==> config.mk <==
export PLATFORM = sky130hd
export DESIGN_NAME = ifetch_stage
export DESIGN_NICKNAME = d
export VERILOG_FILES = /design/src/verilog/ifetch_pkg.sv /design/src/verilog/ifetch_fifo.sv /design/src/verilog/ifetch_prefetcher.sv /design/src/verilog/ifetch_stage.sv
export VERILOG_INCLUDE_DIRS = /design/src /design/src/verilog
export SDC_FILE = /design/constraint.sdc
export NUM_CORES = 1
export LEC_CHECK = 0
export ABC_AREA = 1
export BUFFER_PORTS_ARGS = -buffer_cell sky130_fd_sc_hd__clkbuf_2
export CORE_UTILIZATION = 53
export CTS_CLUSTER_SIZE = 8
export DETAILED_ROUTE_END_ITERATION = 8
export PLACE_DENSITY_LB_ADDON = 0.25
export SETUP_SLACK_MARGIN = 0.3
export SYNTH_ARGS = -nofsm -noshare
export SYNTH_HDL_FRONTEND = slang
export SYNTH_HIERARCHICAL = 1
export SYNTH_SLANG_ARGS = --single-unit
export TNS_END_PERCENT = 50
==> constraint.sdc <==
create_clock -name clk -period 4.52 [get_ports clk]
set_input_delay 0.678 -clock clk [delete_from_list [all_inputs] [get_ports clk]]
set_output_delay 0.678 -clock clk [all_outputs]
set_load 0.05 [all_outputs]
==> src/verilog/ifetch_defs.svh <==
`ifndef IFETCH_DEFS_SVH
`define IFETCH_DEFS_SVH

// Address and instruction word width
`define IFETCH_ADDR_W 32

// Instruction buffer entries between bus and decode
`define IFETCH_BUF_DEPTH 4

// Bus requests in flight at most, also the tag FIFO depth
`define IFETCH_MAX_OUTST 2

`endif

==> src/verilog/ifetch_pkg.sv <==
`include "ifetch_defs.svh"

package ifetch_pkg;

  // Privilege levels, encoded as in the privileged spec
  typedef enum logic [1:0] {
    PRIV_LVL_U = 2'b00,
    PRIV_LVL_S = 2'b01,
    PRIV_LVL_M = 2'b11
  } privlvl_t;

  // One granted request waiting for its response
  typedef struct packed {
    logic [`IFETCH_ADDR_W-1:0] addr;
    privlvl_t                  priv;
  } req_tag_t;

  // One fetched instruction on its way to decode
  typedef struct packed {
    logic [`IFETCH_ADDR_W-1:0] addr;
    logic [`IFETCH_ADDR_W-1:0] instr;
    privlvl_t                  priv;
  } fetch_entry_t;

endpackage

==> src/verilog/ifetch_fifo.sv <==
`timescale 1ns/1ps

module ifetch_fifo #(
  parameter type         ENTRY_T = logic [31:0],
  parameter int unsigned DEPTH   = 4
) (
  input  logic                       clk,
  input  logic                       rst_n,
  input  logic                       flush_i,
  input  logic                       push_i,
  input  ENTRY_T                     push_data_i,
  input  logic                       pop_i,
  output ENTRY_T                     pop_data_o,
  output logic                       empty_o,
  output logic                       full_o,
  output logic [$clog2(DEPTH+1)-1:0] count_o
);

  // Pointer needs at least one bit even for a single entry
  localparam int unsigned PTR_W = (DEPTH > 1) ? $clog2(DEPTH) : 1;
  localparam int unsigned CNT_W = $clog2(DEPTH + 1);

  localparam logic [PTR_W-1:0] LAST_PTR = PTR_W'(DEPTH - 1);
  localparam logic [CNT_W-1:0] FULL_CNT = CNT_W'(DEPTH);

  ENTRY_T           mem_q [DEPTH];
  logic [PTR_W-1:0] wr_ptr_q;
  logic [PTR_W-1:0] rd_ptr_q;
  logic [CNT_W-1:0] cnt_q;
  logic             do_push;
  logic             do_pop;

  // Guard against overflow and underflow
  assign do_push = push_i & ~full_o;
  assign do_pop  = pop_i & ~empty_o;

  assign empty_o    = (cnt_q == '0);
  assign full_o     = (cnt_q == FULL_CNT);
  assign count_o    = cnt_q;
  assign pop_data_o = mem_q[rd_ptr_q];

  // Pointers and occupancy
  always_ff @(posedge clk or negedge rst_n) begin
    if (!rst_n) begin
      wr_ptr_q <= '0;
      rd_ptr_q <= '0;
      cnt_q    <= '0;
    end else if (flush_i) begin
      // Flush wins over a push or pop in the same cycle
      wr_ptr_q <= '0;
      rd_ptr_q <= '0;
      cnt_q    <= '0;
    end else begin
      if (do_push) begin
        wr_ptr_q <= (wr_ptr_q == LAST_PTR) ? '0 : wr_ptr_q + 1'b1;
      end
      if (do_pop) begin
        rd_ptr_q <= (rd_ptr_q == LAST_PTR) ? '0 : rd_ptr_q + 1'b1;
      end
      if (do_push && !do_pop) begin
        cnt_q <= cnt_q + 1'b1;
      end else if (do_pop && !do_push) begin
        cnt_q <= cnt_q - 1'b1;
      end
    end
  end

  // Storage array
  always_ff @(posedge clk) begin
    if (do_push) begin
      mem_q[wr_ptr_q] <= push_data_i;
    end
  end

endmodule

==> src/verilog/ifetch_prefetcher.sv <==
`timescale 1ns/1ps
`include "ifetch_defs.svh"

module ifetch_prefetcher (
  input  logic                                   clk,
  input  logic                                   rst_n,
  input  logic [`IFETCH_ADDR_W-1:0]              boot_addr_i,
  input  logic                                   halt_i,
  input  logic                                   kill_i,
  input  logic                                   branch_i,
  input  logic [`IFETCH_ADDR_W-1:0]              branch_addr_i,
  input  ifetch_pkg::privlvl_t                   priv_lvl_i,
  input  logic [$clog2(`IFETCH_BUF_DEPTH+1)-1:0] buf_free_i,
  output logic                                   bus_req_o,
  output logic [`IFETCH_ADDR_W-1:0]              bus_addr_o,
  input  logic                                   bus_gnt_i,
  input  logic                                   bus_rvalid_i,
  input  logic [`IFETCH_ADDR_W-1:0]              bus_rdata_i,
  output logic                                   resp_valid_o,
  output ifetch_pkg::fetch_entry_t               resp_entry_o
);

  import ifetch_pkg::*;

  localparam int unsigned AW        = `IFETCH_ADDR_W;
  localparam int unsigned OUT_CNT_W = $clog2(`IFETCH_MAX_OUTST + 1);
  localparam int unsigned BUF_CNT_W = $clog2(`IFETCH_BUF_DEPTH + 1);

  logic                 active_q;
  logic                 boot_q;
  logic [AW-1:0]        pc_q;
  logic [AW-1:0]        fetch_addr;
  logic                 hold_q;
  logic                 hold_d;
  logic [AW-1:0]        hold_addr_q;
  logic                 stale_q;
  logic [OUT_CNT_W-1:0] discard_q;
  logic [OUT_CNT_W-1:0] outst_nxt;
  logic [BUF_CNT_W:0]   need_slots;
  logic                 space_ok;
  logic                 new_req;
  logic                 tag_push;
  logic                 tag_pop;
  logic                 tag_full;
  logic [OUT_CNT_W-1:0] tag_count;
  req_tag_t             tag_in;
  req_tag_t             tag_head;

  //////////////////////////////////////////////////////////////////////
  // Request issue
  //////////////////////////////////////////////////////////////////////

  // Boot address until the first grant or branch
  assign fetch_addr = boot_q ? boot_addr_i : pc_q;

  // Every request in flight plus the new one must find a buffer slot
  always_comb begin
    need_slots                = '0;
    need_slots[OUT_CNT_W-1:0] = tag_count;
    need_slots                = need_slots + 1'b1;
  end

  assign space_ok = ~tag_full & (need_slots <= {1'b0, buf_free_i});

  // New request only when nothing is held and the controller allows it
  assign new_req = active_q & ~hold_q & ~halt_i & ~kill_i & space_ok;

  // A raised request stays up with its address until granted
  assign bus_req_o  = hold_q | new_req;
  assign bus_addr_o = hold_q ? hold_addr_q : fetch_addr;
  assign hold_d     = bus_req_o & ~bus_gnt_i;

  always_ff @(posedge clk or negedge rst_n) begin
    if (!rst_n) begin
      active_q <= 1'b0;
      hold_q   <= 1'b0;
      stale_q  <= 1'b0;
    end else begin
      active_q <= 1'b1;
      hold_q   <= hold_d;
      // Held request from before a kill belongs to the dead stream
      stale_q  <= (stale_q | kill_i) & hold_d;
    end
  end

  always_ff @(posedge clk) begin
    if (hold_d) begin
      hold_addr_q <= bus_addr_o;
    end
  end

  //////////////////////////////////////////////////////////////////////
  // Fetch PC
  //////////////////////////////////////////////////////////////////////

  always_ff @(posedge clk or negedge rst_n) begin
    if (!rst_n) begin
      boot_q <= 1'b1;
      pc_q   <= '0;
    end else if (kill_i && branch_i) begin
      boot_q <= 1'b0;
      pc_q   <= branch_addr_i;
    end else if (tag_push && !stale_q && !kill_i) begin
      // Grants of killed requests leave the PC alone
      boot_q <= 1'b0;
      pc_q   <= bus_addr_o + AW'(4);
    end
  end

  //////////////////////////////////////////////////////////////////////
  // Outstanding tags and discard
  //////////////////////////////////////////////////////////////////////

  assign tag_push = bus_req_o & bus_gnt_i;
  assign tag_pop  = bus_rvalid_i;

  // Level is sampled at grant, legal since it only moves with a kill
  assign tag_in.addr = bus_addr_o;
  assign tag_in.priv = priv_lvl_i;

  ifetch_fifo #(
    .ENTRY_T (req_tag_t),
    .DEPTH   (`IFETCH_MAX_OUTST)
  ) u_tag_fifo (
    .clk         (clk),
    .rst_n       (rst_n),
    .flush_i     (1'b0),
    .push_i      (tag_push),
    .push_data_i (tag_in),
    .pop_i       (tag_pop),
    .pop_data_o  (tag_head),
    .empty_o     (),
    .full_o      (tag_full),
    .count_o     (tag_count)
  );

  // Tags left in flight once this cycle's grant and response settle
  assign outst_nxt = tag_count + OUT_CNT_W'(tag_push) - OUT_CNT_W'(tag_pop);

  always_ff @(posedge clk or negedge rst_n) begin
    if (!rst_n) begin
      discard_q <= '0;
    end else if (kill_i) begin
      // Still-held request will be granted later, drop its response too
      discard_q <= outst_nxt + OUT_CNT_W'(hold_d);
    end else if (bus_rvalid_i && discard_q != '0) begin
      discard_q <= discard_q - 1'b1;
    end
  end

  // Response of the old stream or in a kill cycle is dropped
  assign resp_valid_o = bus_rvalid_i & (discard_q == '0) & ~kill_i;

  assign resp_entry_o.addr  = tag_head.addr;
  assign resp_entry_o.instr = bus_rdata_i;
  assign resp_entry_o.priv  = tag_head.priv;

endmodule

==> src/verilog/ifetch_stage.sv <==
`timescale 1ns/1ps
`include "ifetch_defs.svh"

module ifetch_stage (
  input  logic                      clk,
  input  logic                      rst_n,

  // Instruction bus
  output logic                      bus_req_o,
  output logic [`IFETCH_ADDR_W-1:0] bus_addr_o,
  input  logic                      bus_gnt_i,
  input  logic                      bus_rvalid_i,
  input  logic [`IFETCH_ADDR_W-1:0] bus_rdata_i,

  // Pipeline controller
  input  logic                      halt_if_i,
  input  logic                      kill_if_i,
  input  logic                      branch_i,
  input  logic [`IFETCH_ADDR_W-1:0] branch_addr_i,
  input  ifetch_pkg::privlvl_t      priv_lvl_i,
  input  logic [`IFETCH_ADDR_W-1:0] boot_addr_i,

  // Decode side
  output logic                      if_valid_o,
  input  logic                      id_ready_i,
  output logic [`IFETCH_ADDR_W-1:0] instr_o,
  output logic [`IFETCH_ADDR_W-1:0] instr_addr_o,
  output ifetch_pkg::privlvl_t      instr_priv_o,

  // Pipeline status
  output logic                      if_ready_o
);

  import ifetch_pkg::*;

  localparam int unsigned BUF_CNT_W = $clog2(`IFETCH_BUF_DEPTH + 1);
  localparam logic [BUF_CNT_W-1:0] BUF_DEPTH_C = BUF_CNT_W'(`IFETCH_BUF_DEPTH);

  logic                 resp_valid;
  fetch_entry_t         resp_entry;
  fetch_entry_t         buf_head;
  logic                 buf_empty;
  logic                 buf_pop;
  logic [BUF_CNT_W-1:0] buf_count;
  logic [BUF_CNT_W-1:0] buf_free;

  //////////////////////////////////////////////////////////////////////
  // Prefetcher
  //////////////////////////////////////////////////////////////////////

  // Free slots steer how far the prefetcher may run ahead
  assign buf_free = BUF_DEPTH_C - buf_count;

  ifetch_prefetcher u_prefetcher (
    .clk           (clk),
    .rst_n         (rst_n),
    .boot_addr_i   (boot_addr_i),
    .halt_i        (halt_if_i),
    .kill_i        (kill_if_i),
    .branch_i      (branch_i),
    .branch_addr_i (branch_addr_i),
    .priv_lvl_i    (priv_lvl_i),
    .buf_free_i    (buf_free),
    .bus_req_o     (bus_req_o),
    .bus_addr_o    (bus_addr_o),
    .bus_gnt_i     (bus_gnt_i),
    .bus_rvalid_i  (bus_rvalid_i),
    .bus_rdata_i   (bus_rdata_i),
    .resp_valid_o  (resp_valid),
    .resp_entry_o  (resp_entry)
  );

  //////////////////////////////////////////////////////////////////////
  // Instruction buffer
  //////////////////////////////////////////////////////////////////////

  // Transfer to decode pops the head
  assign buf_pop = if_valid_o & id_ready_i;

  // Kill empties the buffer on this edge
  ifetch_fifo #(
    .ENTRY_T (fetch_entry_t),
    .DEPTH   (`IFETCH_BUF_DEPTH)
  ) u_instr_buf (
    .clk         (clk),
    .rst_n       (rst_n),
    .flush_i     (kill_if_i),
    .push_i      (resp_valid),
    .push_data_i (resp_entry),
    .pop_i       (buf_pop),
    .pop_data_o  (buf_head),
    .empty_o     (buf_empty),
    .full_o      (),
    .count_o     (buf_count)
  );

  //////////////////////////////////////////////////////////////////////
  // Decode handshake
  //////////////////////////////////////////////////////////////////////

  // Head is offered unless halted or killed
  assign if_valid_o = ~buf_empty & ~halt_if_i & ~kill_if_i;

  // Kill always lets the stage move, halt holds it
  assign if_ready_o = kill_if_i | (id_ready_i & ~halt_if_i);

  assign instr_o      = buf_head.instr;
  assign instr_addr_o = buf_head.addr;
  assign instr_priv_o = buf_head.priv;

endmodule

# Word level (Yosys, flattened, before mapping)
# Memory sizes are Yosys's and may differ from the RTL's.
# Cells that the tools add are included.
[word_totals] ff_bits=81 mem_bits_rw=332 input_bits=106 output_inout_bits=101 elab_cells=113 memories=2
[classes] add_sub_neg=15 magnitude_cmp=1 eq_ne=4 mux=25 bitwise=29 n_reduce_logical=24
[mem_list] name="u_instr_buf.mem_q" depth=4 width=66 read_ports=1 rd_ports_with_merged_regs=0 wr=1 line_no="ifetch_fifo.sv:26" text="ENTRY_T mem_q [DEPTH];"
[mem_list] name="u_prefetcher.u_tag_fifo.mem_q" depth=2 width=34 read_ports=1 rd_ports_with_merged_regs=0 wr=1 line_no="ifetch_fifo.sv:26"
[op_table] cell="2-to-1 mux 32 bit" n=4
[op_table] cell="adder 32 x 3 -> 32 bit, second input constant" n=1
[op_table] cell="2-to-1 mux 2 bit" n=10
[op_table] cell="AND 1 bit" n=18
[op_table] cell="nonzero test 2 bit" n=6
[op_table] cell="2-to-1 mux 3 bit" n=3
[op_table] cell="logical AND 1 bit" n=8
[op_table] cell="2-to-1 mux 1 bit" n=8
[op_table] cell="NOT 1 bit" n=8
[op_table] cell="adder 2 x 1 -> 2 bit, second input constant" n=3
[op_table] cell="equality test 2 bit, second input constant" n=3
[op_table] cell="logical NOT 1 bit" n=6
[op_table] cell="adder 2 x 1 -> 2 bit" n=2
[op_table] cell="<= comparator 4 x 3 -> 1 bit" n=1
[op_table] cell="logical NOT 2 bit" n=2
[op_table] cell="subtractor 2 x 1 -> 2 bit, second input constant" n=2
[op_table] cell="adder 2 x 1 -> 3 bit, second input constant" n=1
[op_table] cell="adder 3 x 1 -> 3 bit, second input constant" n=1
[op_table] cell="equality test 3 bit, second input constant" n=1
[op_table] cell="logical NOT 3 bit" n=1
[op_table] cell="OR 1 bit" n=3
[op_table] cell="nonzero test 3 bit" n=1
[op_table] cell="subtractor 3 x 1 -> 3 bit, second input constant" n=1
[op_table] cell="subtractor 3 bit, first input constant" n=1
[op_table] cell="2 further kinds" n=3

# Depth between registers and ports, before layout
# Gate-level depths: netlist of the first run.
[depth] word_depth=12 ltp_mapped=19 mapped_depth_nobuf=19

# By module
# Netlist of the first run, hierarchy kept.
[modules_own_cells] mod="ifetch_fifo at u_instr_buf" instances=1 cells_each=706 area_per_inst_um2=10302.4
[modules_own_cells] mod="ifetch_prefetcher" instances=1 cells_each=755 area_per_inst_um2=5218.8
[modules_own_cells] mod="ifetch_fifo at u_prefetcher.u_tag_fifo" instances=1 cells_each=217 area_per_inst_um2=2736.4
[modules_own_cells] mod="ifetch_stage" instances=1 cells_each=11 area_per_inst_um2=58.8

# Least setup slack after synthesis of the first run
# No wires, ideal clock.
[synth_path] kind="input-to-reg" from="input bus_rvalid_i" to="memory u_instr_buf/mem_q[0][0] in the netlist's numbering (enable)" setup_time_ns=0.490 arrival_time_ns=3.801 required_time_ns=4.030 setup_slack_ns=0.228 path_stages=4 path_cell_list="nand2_1 nor2_1 o21ai_4 nor2_1"
[synth_between] elab_chain_cells=5
[synth_rtl] item="from (decl)" line_no="ifetch_stage.sv:12" text="input logic bus_rvalid_i,"
[synth_rtl] item="AND 1 bit (2 in series)" line_no="ifetch_prefetcher.sv:152" text="assign resp_valid_o = bus_rvalid_i & (discard_q == '0) & ~kill_i;"
[synth_rtl] item="net resp_valid" line_no="ifetch_stage.sv:39" text="logic resp_valid;"
[synth_rtl] item="AND 1 bit" line_no="ifetch_fifo.sv:34" text="assign do_push = push_i & ~full_o;"
[synth_rtl] item="2-to-1 mux 1 bit" line_no="ifetch_fifo.sv:70" text="if (do_push) begin"
[synth_rtl] item="2-to-1 mux 1 bit (implied by the code)" line_no="ifetch_fifo.sv:71" text="mem_q[wr_ptr_q] <= push_data_i;"
[synth_rtl] item="to (decl)" line_no="ifetch_fifo.sv:26"
# The timed path passes the listed nets, and every way through them passes these cells.

# Worst setup path after layout of the first run
[layout_path] from="register u_instr_buf.rd_ptr_q[0]" to="output instr_o[20]"
[layout_between] elab_chain_cells=1
[layout_rtl] item="from (decl)" line_no="ifetch_fifo.sv:28" text="logic [PTR_W-1:0] rd_ptr_q;"
[layout_rtl] item="from (signal assigned)" line_no="ifetch_fifo.sv:58" text="rd_ptr_q <= (rd_ptr_q == LAST_PTR) ? '0 : rd_ptr_q + 1'b1;"
[layout_rtl] item="memory (4 x 66 bit)"
[layout_rtl] item="to (decl)" line_no="ifetch_stage.sv:26" text="output logic [`IFETCH_ADDR_W-1:0] instr_o,"
# No other way between the ends.

==> results of run 1 <==
## how the worst max path moves through the flow
stage          cells after the start                                   end  slack [ps]                     from
2_1_floorplan                      4               u_instr_buf/mem_q[0][0]         230             bus_rvalid_i
6_report                           5                           instr_o[20]         800  u_instr_buf/rd_ptr_q[0]
3_3_place_gp                      14  u_prefetcher/u_tag_fifo/mem_q[1][24]        1420   u_instr_buf/count_o[0]
3_5_place_dp                      14  u_prefetcher/u_tag_fifo/mem_q[0][27]        1300   u_instr_buf/count_o[0]
4_1_cts                            5                      instr_addr_o[24]         830  u_instr_buf/rd_ptr_q[0]
5_1_grt                            5                           instr_o[25]         650  u_instr_buf/rd_ptr_q[0]
## state kept, by name (all words and copies together) (netlist names)
register / count
u_instr_buf/wr_ptr_q: 2
u_prefetcher/u_tag_fifo/wr_ptr_q: 1
u_prefetcher/discard_q: 2
u_instr_buf/mem_q: 264
u_prefetcher/u_tag_fifo/rd_ptr_q: 1
u_prefetcher/hold_addr_q: 32
u_prefetcher/u_tag_fifo/count_o: 2
u_prefetcher/pc_q: 32
u_instr_buf/count_o: 3
u_prefetcher/boot_q: 1
u_prefetcher/stale_q: 1
u_instr_buf/rd_ptr_q: 2
u_prefetcher/hold_q: 1
u_prefetcher/active_q: 1
u_prefetcher/u_tag_fifo/mem_q: 68
## layout make-up
type                       instances  area [um2]
multi-input combinational       1084        5140
clock inverter                     4        81.3
tap                              448         561
inverter                          84         330
timing repair buffer             223        1200
clock buffer                      88        1540
fill                            2713       12800
sequential                       413       12200
## cell usage in the layout, fill, tap and decap left out, types with 3 or more instances in the layout
master	n
sky130_fd_sc_hd__nor2_4	15
sky130_fd_sc_hd__o22ai_1	66
sky130_fd_sc_hd__a31oi_1	10
sky130_fd_sc_hd__ha_1	13
sky130_fd_sc_hd__edfxtp_1	364
sky130_fd_sc_hd__a21oi_1	4
sky130_fd_sc_hd__xnor2_1	4
sky130_fd_sc_hd__nor2_1	218
sky130_fd_sc_hd__or2_2	11
sky130_fd_sc_hd__inv_2	5
sky130_fd_sc_hd__dfrtp_1	46
sky130_fd_sc_hd__o21ai_1	18
sky130_fd_sc_hd__clkbuf_16	57
sky130_fd_sc_hd__nand3_2	3
sky130_fd_sc_hd__inv_1	75
sky130_fd_sc_hd__clkbuf_1	31
sky130_fd_sc_hd__nand2_2	39
sky130_fd_sc_hd__nor3_1	6
sky130_fd_sc_hd__o21ai_0	133
sky130_fd_sc_hd__conb_1	6
sky130_fd_sc_hd__nand2_1	426
sky130_fd_sc_hd__xor2_1	3
sky130_fd_sc_hd__nand3_1	70
sky130_fd_sc_hd__buf_12	3
sky130_fd_sc_hd__nor2_2	18
sky130_fd_sc_hd__clkbuf_2	206
sky130_fd_sc_hd__nand2_4	4
sky130_fd_sc_hd__nand4_1	4
sky130_fd_sc_hd__buf_4	14
## layer usage
metal	track usage [%]	vias to the layer above	part of all wire, %
met3	3.44	55	6.6
met5	0	-	0
met2	38.0	483	47
met1	33.0	5986	44
li1	-	6078	-
met4	6.10	0	1.6
## metrics by stage
| step | total power [mW] | worst slack [ps] | cell area (um2) | std cells | hold WS [ps] |
|---|---|---|---|---|---|
| floorplan | 7.24 | 228 | 18300 | 1692 | 382 |
| global placement | 7.96 | 1420 | 19400 | 2252 | 455 |
| detailed placement | 8.02 | 1300 | 19400 | 2252 | 464 |
| CTS | 11.9 | 834 | 21000 | 2344 | 159 |
| global route | 12.4 | 645 | 21000 | 2344 | 185 |
| finish | 11.8 | 802 | 21000 | 2344 | 152 |
## worst max-delay path, cell delays in order, from the launching register on
cell and delay (ps):
sky130_fd_sc_hd__dfrtp_4 690, sky130_fd_sc_hd__inv_4 590, sky130_fd_sc_hd__buf_4 450, sky130_fd_sc_hd__o21ai_0 130
sky130_fd_sc_hd__o22ai_1 230, sky130_fd_sc_hd__clkbuf_2 320
## power groups by stage
stage / Combinational [mW] / Clock (mW) / Sequential [mW]
floorplan: 2.37 / 0 / 4.87
global placement: 3.06 / 0 / 4.90
detailed placement: 3.11 / 0 / 4.91
CTS: 3.12 / 3.91 / 4.84
global route: 3.40 / 4.08 / 4.88
finish: 3.12 / 3.84 / 4.85
==> impl_metrics.xml, run 1 <==
<?xml version="1.0" encoding="UTF-8"?>
<metrics>
  <group name="outcome">
    <metric name="run_status" unit="">finished, final reports clean</metric>
  </group>
  <group name="placement">
    <metric name="detailed_place_hpwl" unit="mm">24.8</metric>
    <metric name="routability_cong" unit="">0.865</metric>
    <metric name="io_buffer_count" unit="">206</metric>
  </group>
  <group name="sta">
    <metric name="clock.fmax" unit="MHz">269</metric>
    <metric name="worst_clock_skew" unit="ps">35.1</metric>
    <metric name="min_period_over_period" unit="%">82.3</metric>
    <metric name="relSlewSlack" unit="%">30.6</metric>
    <metric name="setup-tns-final" unit="ps">0</metric>
    <metric name="finalCriticalPeriod" unit="ps">3720</metric>
    <metric name="final_max_slew_viol_count" unit="">0</metric>
    <metric name="report.final.setup_viol" unit="">0</metric>
    <metric name="worstMarginPinSlew" unit="ps">1040</metric>
    <metric name="final-hold-violation-count" unit="">0</metric>
    <metric name="grt_setup_unrepaired" unit="">false</metric>
  </group>
  <group name="clocking">
    <metric name="post_cts.resized_instances" unit="">0</metric>
    <metric name="worstSkewPairLatency" unit="ps">590</metric>
    <metric name="cts-hold-fix-buffers" unit="">0</metric>
    <metric name="tritoncts" unit="">yes</metric>
    <metric name="clock-sinks" unit="">413</metric>
    <metric name="clockRootBuffer" unit="">sky130_fd_sc_hd__clkbuf_16</metric>
    <metric name="tritoncts.num_buffers" unit="">57</metric>
    <metric name="clk_path_buf_depth" unit="">3</metric>
    <metric name="cts_setup_buffers" unit="">0</metric>
    <metric name="htree_num_levels" unit="">2</metric>
    <metric name="cts.clk_slew.worst_paths" unit="ps">50</metric>
  </group>
  <group name="logic_synthesis">
    <metric name="syn_area_per_cell" unit="um2">10.8</metric>
    <metric name="synthesized_area" unit="um2">18300</metric>
    <metric name="yosysWarningCount" unit="">6</metric>
    <metric name="synth_cells" unit="">1688</metric>
  </group>
  <group name="drt">
    <metric name="detail_route.first_pass.iterations" unit="">6</metric>
    <metric name="avgViaCountPerCell" unit="">5.38</metric>
    <metric name="antenna_left" unit="">0</metric>
    <metric name="route.vias.total" unit="">12600</metric>
    <metric name="detail_route.wl_per_cell" unit="um">17.4</metric>
    <metric name="route.final.wire_length" unit="mm">40.7</metric>
    <metric name="detailedRoute.firstIterationViolations" unit="">1004</metric>
    <metric name="drt_drc_violations_left" unit="">0</metric>
  </group>
  <group name="final_layout">
    <metric name="design.final.nets" unit="">1984</metric>
    <metric name="finalCoreUtilization" unit="%">62.2</metric>
    <metric name="area_growth_syn_to_layout" unit="%">14.7</metric>
    <metric name="n_antenna_cell" unit="">0</metric>
    <metric name="final_layout_size_suffix_gt1_share" unit="%">20.6</metric>
  </group>
  <group name="power_and_ir_drop">
    <metric name="p_seq_share" unit="%">41.0</metric>
    <metric name="swShare" unit="%">34.5</metric>
    <metric name="p_switching" unit="mW">4.08</metric>
    <metric name="p_leak" unit="nW">8.32</metric>
    <metric name="p_clk_share" unit="%">32.5</metric>
    <metric name="internal_power" unit="mW">7.73</metric>
    <metric name="power.combinational.fraction" unit="%">26.5</metric>
    <metric name="max-vdd-ir-drop" unit="mV">0.349</metric>
    <metric name="power.density" unit="nW/um2">562</metric>
  </group>
  <group name="setup_path">
    <metric name="worstSetupStartpointType" unit="">flip-flop</metric>
    <metric name="setup.worst_path.class" unit="">flip-flop to output pin</metric>
    <metric name="end_of_the_worst_register_to_register_path" unit="">u_prefetcher/pc_q[18]</metric>
    <metric name="critical_path.endpoint_type" unit="">output pin</metric>
    <metric name="r2r.worst_path.cells" unit="">18</metric>
    <metric name="cp.required" unit="ps">3840</metric>
    <metric name="r2r_setup_slack" unit="ps">1320</metric>
    <metric name="worst_r2r_startpoint" unit="">u_instr_buf/count_o[0]</metric>
    <metric name="cp_data_arrival_time" unit="ps">3040</metric>
    <metric name="path_max_fanout" unit="">68</metric>
  </group>
  <group name="global_route">
    <metric name="first_global_vias" unit="">12300</metric>
    <metric name="gr-total-overflow" unit="">0</metric>
    <metric name="grt_max_degree" unit="">81</metric>
    <metric name="number_of_antenna_violations_at_the_first_check_in_global_routing" unit="">0</metric>
    <metric name="wire_length_of_the_first_global_routing_pass" unit="mm">65.0</metric>
    <metric name="global_route.usage.total" unit="%">23.3</metric>
  </group>
  <group name="run">
    <metric name="maxCapViolations" unit="">0</metric>
  </group>
  <group name="die">
    <metric name="die_height" unit="um">188</metric>
    <metric name="top_level_ports" unit="">207</metric>
    <metric name="initial_utilization" unit="%">54.2</metric>
    <metric name="fp.dieW" unit="um">188</metric>
    <metric name="die_area" unit="um2">35300</metric>
    <metric name="rows" unit="">67</metric>
    <metric name="core_region_area" unit="um2">33800</metric>
  </group>
  <group name="hold_path">
    <metric name="timing.hold.worst.class" unit="">primary input to asynchronous set/reset pin</metric>
  </group>
</metrics>
Power figures use the tool's default switching activity.
==> run 2, diff against run 1 <==
--- a/config.mk
+++ b/config.mk
@@ -6,7 +6,7 @@
 export SDC_FILE = /design/constraint.sdc
 export NUM_CORES = 1
 export LEC_CHECK = 0
-export ABC_AREA = 1
+export ABC_AREA = 0
 export BUFFER_PORTS_ARGS = -buffer_cell sky130_fd_sc_hd__clkbuf_2
 export CORE_UTILIZATION = 53
 export CTS_CLUSTER_SIZE = 8
==> constraint.sdc (replaced) <==
create_clock -name clk -period 3.4 [get_ports clk]
set_input_delay 0.51 -clock clk [delete_from_list [all_inputs] [get_ports clk]]
set_output_delay 0.51 -clock clk [all_outputs]
set_load 0.05 [all_outputs]
==> run 2 against run 1 <==
  * Critical path depth up 3
  * Highest routed layer unchanged
  * First-iteration DRC count fell by 24%
  * Cell area decreased by 1.6%
  * Critical path type unchanged
  * Critical endpoint is now bus_req_o
  * Via count shrank 24%
  * Largest cell class unchanged
  * Utilization increased by 2.8 points
  * Sequential cell count unchanged
==> impl_metrics.xml, run 2 <==
<?xml version="1.0" encoding="UTF-8"?>
<metrics>
  <group name="clocking">
    <metric name="worstSkewPairLatency" unit="ps">570</metric>
    <metric name="cts.clk_slew.worst_paths" unit="ps">50</metric>
    <metric name="htree_num_levels" unit="">2</metric>
    <metric name="tritoncts" unit="">yes</metric>
    <metric name="clock-sinks" unit="">413</metric>
    <metric name="tritoncts.num_buffers" unit="">57</metric>
    <metric name="clk_path_buf_depth" unit="">3</metric>
    <metric name="clockRootBuffer" unit="">sky130_fd_sc_hd__clkbuf_16</metric>
  </group>
  <group name="die">
    <metric name="fp.dieW" unit="um">182</metric>
    <metric name="core_region_area" unit="um2">31800</metric>
    <metric name="die_height" unit="um">182</metric>
    <metric name="top_level_ports" unit="">207</metric>
    <metric name="rows" unit="">65</metric>
    <metric name="initial_utilization" unit="%">54.3</metric>
    <metric name="die_area" unit="um2">33300</metric>
  </group>
  <group name="setup_path">
    <metric name="critPathMostFrequentCell" unit="">sky130_fd_sc_hd__ha_1</metric>
    <metric name="crit_path_cell_trace" unit="">ha_1, ha_1, nor2b_1, o21a_1, o21ai_4, a21oi_4, inv_2, buf_6</metric>
    <metric name="r2r_setup_slack" unit="ps">460</metric>
    <metric name="path_max_fanout" unit="">5</metric>
    <metric name="critical_path.slowest_cell" unit="">sky130_fd_sc_hd__dfrtp_2</metric>
    <metric name="setup.worst_path.class" unit="">flip-flop to output pin</metric>
    <metric name="critical_path_buf_inv_count" unit="">2</metric>
    <metric name="end_of_the_worst_register_to_register_path" unit="">u_prefetcher/u_tag_fifo/mem_q[0][10]</metric>
    <metric name="cp.required" unit="ps">2890</metric>
    <metric name="worstSetupStartpointType" unit="">flip-flop</metric>
    <metric name="worst_r2r_startpoint" unit="">u_prefetcher/u_tag_fifo/count_o[1]</metric>
    <metric name="r2r.worst_path.cells" unit="">12</metric>
    <metric name="crit_path_max_incr_delay" unit="ps">430</metric>
    <metric name="cp_data_arrival_time" unit="ps">2480</metric>
    <metric name="critical_path.endpoint_type" unit="">output pin</metric>
    <metric name="critical_path.top_delay_family" unit="">adder cells</metric>
  </group>
  <group name="sta">
    <metric name="clock.fmax" unit="MHz">335</metric>
    <metric name="relSlewSlack" unit="%">42.5</metric>
    <metric name="finalCriticalPeriod" unit="ps">2990</metric>
    <metric name="worstMarginPinSlew" unit="ps">862</metric>
    <metric name="grt_setup_unrepaired" unit="">false</metric>
    <metric name="min_period_over_period" unit="%">87.8</metric>
    <metric name="report.final.setup_viol" unit="">0</metric>
    <metric name="final_max_slew_viol_count" unit="">0</metric>
    <metric name="hold-worst-slack" unit="ps">153</metric>
    <metric name="worst_clock_skew" unit="ps">25.0</metric>
    <metric name="setup-tns-final" unit="ps">0</metric>
    <metric name="final-hold-violation-count" unit="">0</metric>
  </group>
  <group name="logic_synthesis">
    <metric name="syn_area_per_cell" unit="um2">17.1</metric>
    <metric name="yosysWarningCount" unit="">6</metric>
    <metric name="synth_cells" unit="">1011</metric>
    <metric name="synthesized_area" unit="um2">17300</metric>
  </group>
  <group name="hold_path">
    <metric name="timing.hold.worst.class" unit="">primary input to flip-flop</metric>
    <metric name="min_from" unit="">branch_addr_i[28]</metric>
    <metric name="min_to" unit="">u_prefetcher/pc_q[28]</metric>
    <metric name="hold-path-cell-count" unit="">3</metric>
  </group>
  <group name="final_layout">
    <metric name="most_frequent_cells_in_the_layout" unit="">sky130_fd_sc_hd__edfxtp_1 (364), sky130_fd_sc_hd__clkbuf_2 (205), sky130_fd_sc_hd__mux4_2 (66)</metric>
    <metric name="design.final.nets" unit="">1384</metric>
    <metric name="registers.top_by_ff_count" unit="">u_instr_buf/mem_q</metric>
    <metric name="top_regs" unit="">u_instr_buf/mem_q: 264 flops, u_prefetcher/u_tag_fifo/mem_q: 68 flops</metric>
    <metric name="largest_register_ffs" unit="">264</metric>
    <metric name="n_antenna_cell" unit="">0</metric>
    <metric name="final_layout_size_suffix_gt1_share" unit="%">38.1</metric>
    <metric name="area_growth_syn_to_layout" unit="%">19.8</metric>
    <metric name="most_common_cell_after_layout_fill_and_taps_aside" unit="">sky130_fd_sc_hd__edfxtp_1</metric>
  </group>
  <group name="placement">
    <metric name="routability_cong" unit="">0.829</metric>
    <metric name="detailed_place_hpwl" unit="mm">23.0</metric>
    <metric name="io_buffer_count" unit="">206</metric>
  </group>
  <group name="global_route">
    <metric name="grt_max_degree" unit="">57</metric>
    <metric name="first_global_vias" unit="">9779</metric>
    <metric name="global_route.usage.total" unit="%">21.7</metric>
    <metric name="wire_length_of_the_first_global_routing_pass" unit="mm">54.7</metric>
    <metric name="gr-total-overflow" unit="">0</metric>
    <metric name="number_of_antenna_violations_at_the_first_check_in_global_routing" unit="">0</metric>
  </group>
  <group name="drt">
    <metric name="detail_route.first_pass.iterations" unit="">5</metric>
    <metric name="antenna_left" unit="">0</metric>
    <metric name="route.final.wire_length" unit="mm">35.7</metric>
    <metric name="drt_drc_violations_left" unit="">0</metric>
    <metric name="route.vias.total" unit="">9621</metric>
    <metric name="detailedRoute.firstIterationViolations" unit="">764</metric>
    <metric name="avgViaCountPerCell" unit="">5.59</metric>
    <metric name="detail_route.wl_per_cell" unit="um">20.8</metric>
  </group>
  <group name="outcome">
    <metric name="run_status" unit="">finished, final reports clean</metric>
  </group>
  <group name="power_and_ir_drop">
    <metric name="max-vdd-ir-drop" unit="mV">0.447</metric>
    <metric name="power.density" unit="nW/um2">613</metric>
    <metric name="p_leak" unit="nW">7.30</metric>
  </group>
  <group name="run">
    <metric name="maxCapViolations" unit="">0</metric>
  </group>
</metrics>
-- run 2: how the worst max path moves through the flow --
stage,start,endpoint,slack (ps),cells after the start
global route,u_instr_buf/count_o[1],bus_req_o,310,10
floorplan,u_prefetcher/boot_q,u_prefetcher/pc_q[31],240,9
finish,u_prefetcher/u_tag_fifo/count_o[1],bus_req_o,410,8
CTS,u_instr_buf/rd_ptr_q[0],instr_o[24],240,3
detailed placement,u_instr_buf/count_o[1],u_prefetcher/u_tag_fifo/mem_q[0][28],170,13
global placement,u_instr_buf/count_o[1],u_prefetcher/u_tag_fifo/mem_q[0][1],250,13
-- run 2: stage by stage --
step | total power [mW] | setup WS [ps] | instance area [um2] | std cells | util [%]
after global routing | 13.1 | 313 | 20700 | 1720 | 65.0
after global placement | 7.69 | 250 | 18900 | 1628 | 59.4
final | 12.7 | 414 | 20700 | 1720 | 65.0
after CTS | 12.8 | 237 | 20600 | 1715 | 64.7
after floorplan | 7.18 | 235 | 17300 | 1014 | -
after detailed placement | 7.72 | 171 | 18900 | 1628 | 59.4
-- run 2: report_power, final --
part | internal [mW] | switching, mW | total (mW)
sequential | 5.84 | 0.0864 | 5.92
combinational | 0.540 | 1.22 | 1.76
clock | 3.06 | 1.93 | 4.99
-- run 2: routing by layer --
layer / global-route usage, % / routed length (um) / vias to the layer above
met5: 0 / 0 / -
met2: 34.9 / 17100 / 352
met1: 30.7 / 15600 / 4803
met3: 3.77 / 2320 / 61
li1: - / - / 4405
met4: 6.29 / 696 / 0
-- run 2: timing repair --
action / CTS / global route
hold buffers: 1 / 0
setup buffers: 4 / 5
endpoints found under the hold margin: 21 / 0
gates cloned: 1 / 0
resized for setup: 6 / 14
pin swaps: 0 / 1
setup endpoints to repair: 45 / 79
-- run 2: cell type report --
cell class,count,area [um2]
multi-input cells,497,4560
inverters,22,86.3
clock buffers,78,1530
fillers,2217,11100
clock inverters,3,41.3
repair buffers,272,1740
well taps,435,544
flip-flops and latches,413,12200
-- run 2: worst reg2reg max path, delay by kind of cell, from the launching register on --
| kind | cells | cell delay, ps |
|---|---|---|
| AND/OR/NAND/NOR | 2 | 550 |
| AO/OA/AOI/OAI | 3 | 500 |
| flip-flops | 1 | 430 |
| buffers and inverters | 5 | 600 |
| adder cells (fa/ha/maj) | 2 | 560 |
